**config.mk**
```make
export PLATFORM = sky130hd
export DESIGN_NAME = pe_row
export DESIGN_NICKNAME = d
export VERILOG_FILES = /design/src/hw/pe_row_pkg.sv /design/src/hw/pe_row.sv /design/src/hw/result_collector.sv /design/src/hw/mac_pe.sv /design/src/hw/multi_caster.sv /design/src/hw/caster.sv
export SDC_FILE = /design/constraint.sdc
export NUM_CORES = 2
export LEC_CHECK = 0
export ABC_CLOCK_PERIOD_IN_PS = 18650
export BUFFER_PORTS_ARGS = -buffer_cell sky130_fd_sc_hd__buf_4
export CAP_MARGIN = 30
export CORE_AREA = 2 2 264 527
export CTS_CLUSTER_SIZE = 40
export DETAILED_ROUTE_END_ITERATION = 6
export DIE_AREA = 0 0 266 529
export PLACE_DENSITY = 0.65
export SYNTH_ARGS = -nofsm -noshare
export SYNTH_HDL_FRONTEND = slang
export SYNTH_SLANG_ARGS = --single-unit
```
**constraint.sdc**
```tcl
create_clock -name clk -period 18.65 [get_ports clk]
set_input_delay 0 -clock clk [delete_from_list [all_inputs] [get_ports clk]]
set_output_delay 0 -clock clk [all_outputs]
set_load 0.02 [all_outputs]
```
**src/hw/pe_row_pkg.sv**
```systemverilog
package pe_row_pkg;

    // ifmap and filter word width
    localparam int data_w = 16;

    // partial sum width, wide enough for a full 16x16 product
    localparam int psum_w = 32;

    // PE columns in one row
    localparam int num_col = 4;

    // multicast tag width
    localparam int id_w = 4;

    // column index width, log2 of num_col
    localparam int col_w = 2;

    // what a bus packet does
    // cfg rewrites one column's tag, data is matched against all tags
    typedef enum logic {
        op_cfg,
        op_data
    } bus_op_e;

    // which multicaster the packet is meant for
    typedef enum logic [1:0] {
        kind_ifmap,
        kind_fltr,
        kind_psum
    } data_kind_e;

    // one packet on the shared bus
    typedef struct packed {
        // cfg or data
        bus_op_e             op;
        // target multicaster
        data_kind_e          kind;
        // column to configure, ignored on data
        logic [col_w-1:0]    col;
        // new tag on cfg, match tag on data
        logic [id_w-1:0]     id;
        // payload, ifmap and filter use the low data_w bits
        logic [psum_w-1:0]   data;
    } bus_pkt_t;

    // one finished psum leaving the row
    typedef struct packed {
        // column that produced it
        logic [col_w-1:0]    col;
        // accumulated value
        logic [psum_w-1:0]   value;
    } result_t;

endpackage
```
**src/hw/pe_row.sv**
```systemverilog
`timescale 1ns/1ps

module pe_row import pe_row_pkg::*; (
    input  logic      clk,
    input  logic      reset,
    input  logic      bus_stb,
    input  bus_pkt_t  pkt,
    output logic      out_stb,
    output result_t   out
);

    // multicaster to columns
    logic [num_col-1:0]              ifmap_hit;
    logic [data_w-1:0]               ifmap;
    logic [num_col-1:0]              fltr_hit;
    logic [data_w-1:0]               fltr;
    logic [num_col-1:0]              psum_hit;
    logic [psum_w-1:0]               psum;

    // columns to collector
    logic [num_col-1:0]              res_stb;
    logic [num_col-1:0][psum_w-1:0]  res;

    multi_caster u_multi_caster (
        .clk       (clk),
        .reset     (reset),
        .bus_stb   (bus_stb),
        .pkt       (pkt),
        .ifmap_hit (ifmap_hit),
        .ifmap     (ifmap),
        .fltr_hit  (fltr_hit),
        .fltr      (fltr),
        .psum_hit  (psum_hit),
        .psum      (psum)
    );

    // one PE per column, each picks its own hit bits
    for (genvar c = 0; c < num_col; c++) begin : g_col
        mac_pe u_pe (
            .clk       (clk),
            .reset     (reset),
            .ifmap_stb (ifmap_hit[c]),
            .ifmap     (ifmap),
            .fltr_stb  (fltr_hit[c]),
            .fltr      (fltr),
            .psum_stb  (psum_hit[c]),
            .psum      (psum),
            .res_stb   (res_stb[c]),
            .res       (res[c])
        );
    end

    result_collector u_collector (
        .clk     (clk),
        .reset   (reset),
        .res_stb (res_stb),
        .res     (res),
        .out_stb (out_stb),
        .out     (out)
    );

endmodule

```
**src/hw/result_collector.sv**
```systemverilog
`timescale 1ns/1ps

module result_collector import pe_row_pkg::*; (
    input  logic                             clk,
    input  logic                             reset,
    input  logic [num_col-1:0]               res_stb,
    input  logic [num_col-1:0][psum_w-1:0]   res,
    output logic                             out_stb,
    output result_t                          out
);

    // one-deep slot per column
    logic [num_col-1:0]  pending_q;
    logic [psum_w-1:0]   val_q [num_col];

    // lowest pending column this cycle
    logic [num_col-1:0]  grant;
    logic [col_w-1:0]    sel;

    always_comb begin
        grant = '0;
        sel   = '0;
        // walk downwards so the lowest set column wins
        for (int c = num_col - 1; c >= 0; c--) begin
            if (pending_q[c]) begin
                grant    = '0;
                grant[c] = 1'b1;
                sel      = col_w'(c);
            end
        end
    end

    // emit straight from the slots, no extra stage
    assign out_stb   = |pending_q;
    assign out.col   = sel;
    assign out.value = val_q[sel];

    // drain the granted slot, fill newly arrived ones
    always_ff @(posedge clk) begin
        if (reset) begin
            pending_q <= '0;
        end else begin
            pending_q <= (pending_q & ~grant) | res_stb;
        end
    end

    // slot payload
    always_ff @(posedge clk) begin
        for (int c = 0; c < num_col; c++) begin
            if (res_stb[c]) begin
                val_q[c] <= res[c];
            end
        end
    end

    // no back-pressure, psum spacing upstream must leave the slot empty
    a_no_overrun: assert property (
        @(posedge clk) disable iff (reset)
        (res_stb & pending_q) == '0
    );

endmodule

```
**src/hw/mac_pe.sv**
```systemverilog
`timescale 1ns/1ps

module mac_pe import pe_row_pkg::*; (
    input  logic               clk,
    input  logic               reset,
    input  logic               ifmap_stb,
    input  logic [data_w-1:0]  ifmap,
    input  logic               fltr_stb,
    input  logic [data_w-1:0]  fltr,
    input  logic               psum_stb,
    input  logic [psum_w-1:0]  psum,
    output logic               res_stb,
    output logic [psum_w-1:0]  res
);

    // latest operands delivered to this column
    logic [data_w-1:0]         ifmap_q;
    logic [data_w-1:0]         fltr_q;

    // signed product sign extended to the psum width
    logic signed [psum_w-1:0]  product;

    // both operands signed so the multiply is a signed 16x16
    assign product = $signed(ifmap_q) * $signed(fltr_q);

    // operand registers cleared by reset
    always_ff @(posedge clk) begin
        if (reset) begin
            ifmap_q <= '0;
            fltr_q  <= '0;
        end else begin
            if (ifmap_stb) begin
                ifmap_q <= ifmap;
            end
            if (fltr_stb) begin
                fltr_q <= fltr;
            end
        end
    end

    // result strobe follows psum by one cycle
    always_ff @(posedge clk) begin
        if (reset) begin
            res_stb <= 1'b0;
        end else begin
            res_stb <= psum_stb;
        end
    end

    // accumulate with wrap modulo 2^psum_w
    always_ff @(posedge clk) begin
        if (psum_stb) begin
            res <= psum + product;
        end
    end

    // one bus packet per cycle keeps operand updates
    // apart from the accumulate
    a_no_overlap: assert property (
        @(posedge clk) disable iff (reset)
        psum_stb |-> !(ifmap_stb || fltr_stb)
    );

endmodule

```
**src/hw/multi_caster.sv**
```systemverilog
`timescale 1ns/1ps

module multi_caster import pe_row_pkg::*; (
    input  logic                clk,
    input  logic                reset,
    input  logic                bus_stb,
    input  bus_pkt_t            pkt,
    output logic [num_col-1:0]  ifmap_hit,
    output logic [data_w-1:0]   ifmap,
    output logic [num_col-1:0]  fltr_hit,
    output logic [data_w-1:0]   fltr,
    output logic [num_col-1:0]  psum_hit,
    output logic [psum_w-1:0]   psum
);

    // which caster owns this cycle's packet
    logic ifmap_sel;
    logic fltr_sel;
    logic psum_sel;

    // cfg versus data, shared by all three
    logic is_cfg;

    always_comb begin
        ifmap_sel = 1'b0;
        fltr_sel  = 1'b0;
        psum_sel  = 1'b0;
        if (bus_stb) begin
            case (pkt.kind)
                kind_ifmap: ifmap_sel = 1'b1;
                kind_fltr:  fltr_sel  = 1'b1;
                kind_psum:  psum_sel  = 1'b1;
                // unused kind code, dropped
                default:    ;
            endcase
        end
    end

    assign is_cfg = (pkt.op == op_cfg);

    // ifmap path, low half of the payload
    caster #(.width(data_w)) ifmap_caster (
        .clk      (clk),
        .reset    (reset),
        .cfg_stb  (ifmap_sel && is_cfg),
        .data_stb (ifmap_sel && !is_cfg),
        .col      (pkt.col),
        .id       (pkt.id),
        .data_in  (pkt.data[data_w-1:0]),
        .hit      (ifmap_hit),
        .data_out (ifmap)
    );

    // filter weight path
    caster #(.width(data_w)) fltr_caster (
        .clk      (clk),
        .reset    (reset),
        .cfg_stb  (fltr_sel && is_cfg),
        .data_stb (fltr_sel && !is_cfg),
        .col      (pkt.col),
        .id       (pkt.id),
        .data_in  (pkt.data[data_w-1:0]),
        .hit      (fltr_hit),
        .data_out (fltr)
    );

    // psum path, full width
    caster #(.width(psum_w)) psum_caster (
        .clk      (clk),
        .reset    (reset),
        .cfg_stb  (psum_sel && is_cfg),
        .data_stb (psum_sel && !is_cfg),
        .col      (pkt.col),
        .id       (pkt.id),
        .data_in  (pkt.data),
        .hit      (psum_hit),
        .data_out (psum)
    );

endmodule

```
**src/hw/caster.sv**
```systemverilog
`timescale 1ns/1ps

module caster import pe_row_pkg::*; #(
    parameter int width = 16
) (
    input  logic                clk,
    input  logic                reset,
    input  logic                cfg_stb,
    input  logic                data_stb,
    input  logic [col_w-1:0]    col,
    input  logic [id_w-1:0]     id,
    input  logic [width-1:0]    data_in,
    output logic [num_col-1:0]  hit,
    output logic [width-1:0]    data_out
);

    // per-column tag table
    logic [num_col-1:0]  valid_q;
    logic [id_w-1:0]     tag_q [num_col];

    // columns whose stored tag equals the incoming id
    logic [num_col-1:0]  match;

    always_comb begin
        for (int c = 0; c < num_col; c++) begin
            // unconfigured columns never match
            match[c] = valid_q[c] && (tag_q[c] == id);
        end
    end

    // control state, valid bits and the hit pulse
    always_ff @(posedge clk) begin
        if (reset) begin
            valid_q <= '0;
            hit     <= '0;
        end else begin
            if (cfg_stb) begin
                valid_q[col] <= 1'b1;
            end
            // hit is a one-cycle pulse per data packet
            if (data_stb) begin
                hit <= match;
            end else begin
                hit <= '0;
            end
        end
    end

    // tag entries and the word handed to the columns
    always_ff @(posedge clk) begin
        if (cfg_stb) begin
            // new tag is seen by the very next packet
            tag_q[col] <= id;
        end
        if (data_stb) begin
            // one word shared by every hit column
            data_out <= data_in;
        end
    end

    // multi_caster routes one packet per cycle so a caster
    // is configured or fed data in a given cycle but not both
    a_one_op: assert property (
        @(posedge clk) disable iff (reset)
        !(cfg_stb && data_stb)
    );

endmodule

```
==> impl_metrics.toml <==
[run_status]
status = "completed"

[power_and_ir_drop]
p_leak_nw = 31.2
power_mw = 2.52
powerDensity_nw_per_um2 = 38.3
vdd_drop_max_v = 0.0000836

[timing]
tightest_slew_ns = 1.10
final_max_slew_viol_count = 0
fin_crit_ns = 7.13
period_share = 0.382
rsz0062_at_grt = "false"
hold_viol = 0
fmax_mhz = 140
worst_slack_ns = 11.52
fin_setup_tns_ns = 0
finalSetupViolCount = 0
maxSlewHeadroom = 0.268
skew_ns = 0.0604

[global_route]
use_met1 = 0.263
grt_max_degree = 53
use_met2 = 0.471
gr-total-overflow = 0
grt_pass1_wl_um = 273000
grt_pass1_vias = 44700
grt_antenna_before_repair = 12
groute.usage.overall = 0.269
met3_usage = 0.0330
busiest_layer = "met2"

[critical_path]
critPathLaunchType = "flop"
worstSetupStartpoint = "g_col[0].u_pe.ifmap_q[8]"
crit_path_max_fanout = 17
worstSetupEndpointType = "flop"
cp.required_ns = 19.06
reg2reg_slack_ns = 11.52
timing.rr.start = "g_col[0].u_pe.ifmap_q[8]"
crit_type = "flop to flop"
crit_arrival_ns = 7.54

[synth]
yosysUniqueCellTypes = 80
synth_seq_cells = 528
seq_area_frac_synth = 0.233
yosysMostFrequentCell = "inv_1"
synth_area_leader_cell = "fa_1"
synth-edff-count = 368
yosysTopAreaCellShare = 0.382
ys_top_cells_by_count = "inv_1, fa_1, nand2_1"
netlist_instances = 5730
synthTopCellsByArea = "fa_1, edfxtp_1, inv_1, ha_1, dfxtp_1"
yosys_warnings = 0
synth.avg_cell_area_um2 = 10.7
synth_fp_nets = 7334
synth-async-reset-ratio = 0
ys.flop_type = "edfxtp_1"
synth_area_um2 = 61100

[floorplanning]
start_util = 0.448
core_um2 = 136000
dieHeight_um = 529
io_pins = 79
rows = 192
die_w_um = 266
die_area_um2 = 141000

[drt]
viasPerCell = 5.36
drt_first_pass_iters = 6
drt_iter0_markers = 2365
via_count = 40500
final_antenna_net_count = 0
drc = 0
finalWirelength_um = 184000
wire_per_inst_um = 24.3

[min_path]
hp-start = "bus_stb"
hp-class = "input pin to flop"

[clock_network]
worstSkewPairLatency_ns = 0.68
cts.path.max_buffers = 3
cts-root-buf = "clkbuf_16"
post_cts_buffers = 0
path_clk_slew_ns = 0.07
numCtsBuffers = 50
cts_tree = "yes"
cts_sinks = 528
htreeDepth = 2

[placed_design]
dp_hpwl_um = 148000
gp_congestion = 0.977
pre_cts_ws_ns = 11.57
place_inst = 7389
portBuffers = 78

[layout]
drive_above_1_share = 0.0449
final.fill_count = 12400
nets = 7348
area_growth_pct = 7.62
fin_util = 0.482
instances_no_fill = 7551

[flow_run]
max-cap-violations = 0
## what timing repair did
action,4_1_cts,5_1_grt
resized for setup,0,0
hold buffers,43,2
hold endpoints to repair,236,1
## critical path: stages, from the launching register on
cell	delay, ns
dfxtp_1	0.92
and2_1	0.26
fa_1	0.42
inv_1	0.08
fa_1	0.43
fa_1	0.52
inv_1	0.06
fa_1	0.49
fa_1	0.49
inv_1	0.05
fa_1	0.47
inv_1	0.05
ha_1	0.35
and3_1	0.21
o2111ai_1	0.20
o21ai_0	0.84
a211oi_1	0.27
o31ai_1	0.37
nand2_1	0.09
o21ai_0	0.20
xor2_1	0.10
## area by class of cell
class	count	area, µm²	area share
Timing Repair Buffer	154	1350	0.0205
Tap cell	1746	2180	0.0332
Clock buffer	57	1350	0.0205
Antenna cell	19	47.5	0.000723
Inverter	1347	5060	0.0769
Clock inverter	37	425	0.00647
Sequential cell	528	14300	0.217
Multi-Input combinational cell	3663	41100	0.625
## logic make-up after synthesis
family                   share of synthesized area
AND/OR/NAND/NOR                              0.117
buffers and inverters                       0.0945
multiplexers                                0.0329
adder cells (fa/ha/maj)                      0.463
AO/OA/AOI/OAI                               0.0303
XOR/XNOR                                    0.0289
flip-flops                                   0.233
## power by group
part	leakage, nW	internal, mW	switching (mW)
combinational	25.7	0.0476	0.0680
sequential	4.60	1.25	0.0263
clock	0.849	0.616	0.513
total	31.2	1.91	0.607
## flip-flops by register name, summed over array words and instances (netlist names)
signal and flops:
g_col.u_pe.res_stb 4, u_multi_caster.fltr_caster.data_out 16, g_col.u_pe.fltr_q 64, u_multi_caster.ifmap_caster.hit 4, u_multi_caster.ifmap_caster.tag_q 16, u_multi_caster.psum_caster.valid_q 4, g_col.u_pe.res 128, u_collector.pending_q 4
g_col.u_pe.ifmap_q 64, u_multi_caster.fltr_caster.hit 4, u_multi_caster.psum_caster.data_out 32, u_multi_caster.ifmap_caster.valid_q 4, u_multi_caster.fltr_caster.tag_q 16, u_multi_caster.psum_caster.hit 4, u_collector.val_q 128, u_multi_caster.fltr_caster.valid_q 4
u_multi_caster.psum_caster.tag_q 16, u_multi_caster.ifmap_caster.data_out 16
## per-layer routing
metal,vias to the layer above,wire [µm]
met5,-,15
met4,2,24000
met3,688,9100
met2,1498,93700
met1,20900,57000
li1,17300,-
## per-stage QoR
step                      hold WS, ns  cell area [µm²]
after floorplan                0.0989            61100
after global placement          0.178            63400
after detailed placement        0.179            63400
after CTS                      0.0191            65600
after global routing           0.0463            65800
final                          0.0378            65800
## cells in the final DEF, fill, tap and decap left out, drive strengths merged, types with 67 or more instances in the layout
cell type  count
inv         1356
xnor2        135
mux2i        128
edfxtp       368
a21oi         79
nor2         275
xor2          67
ha           392
dfxtp        160
and2         493
fa          1168
buf          108
nand2        522
## path summary, 6_finish.rpt
check	cells past startpoint	to
setup / recovery	20	g_col[0].u_pe.res[30]
hold / removal	4	u_multi_caster.psum_caster.hit[3]
setup reg to reg	20	g_col[0].u_pe.res[30]
hold reg to reg	0	u_collector.val_q[3][18]
(Power assumes the default switching activity.)
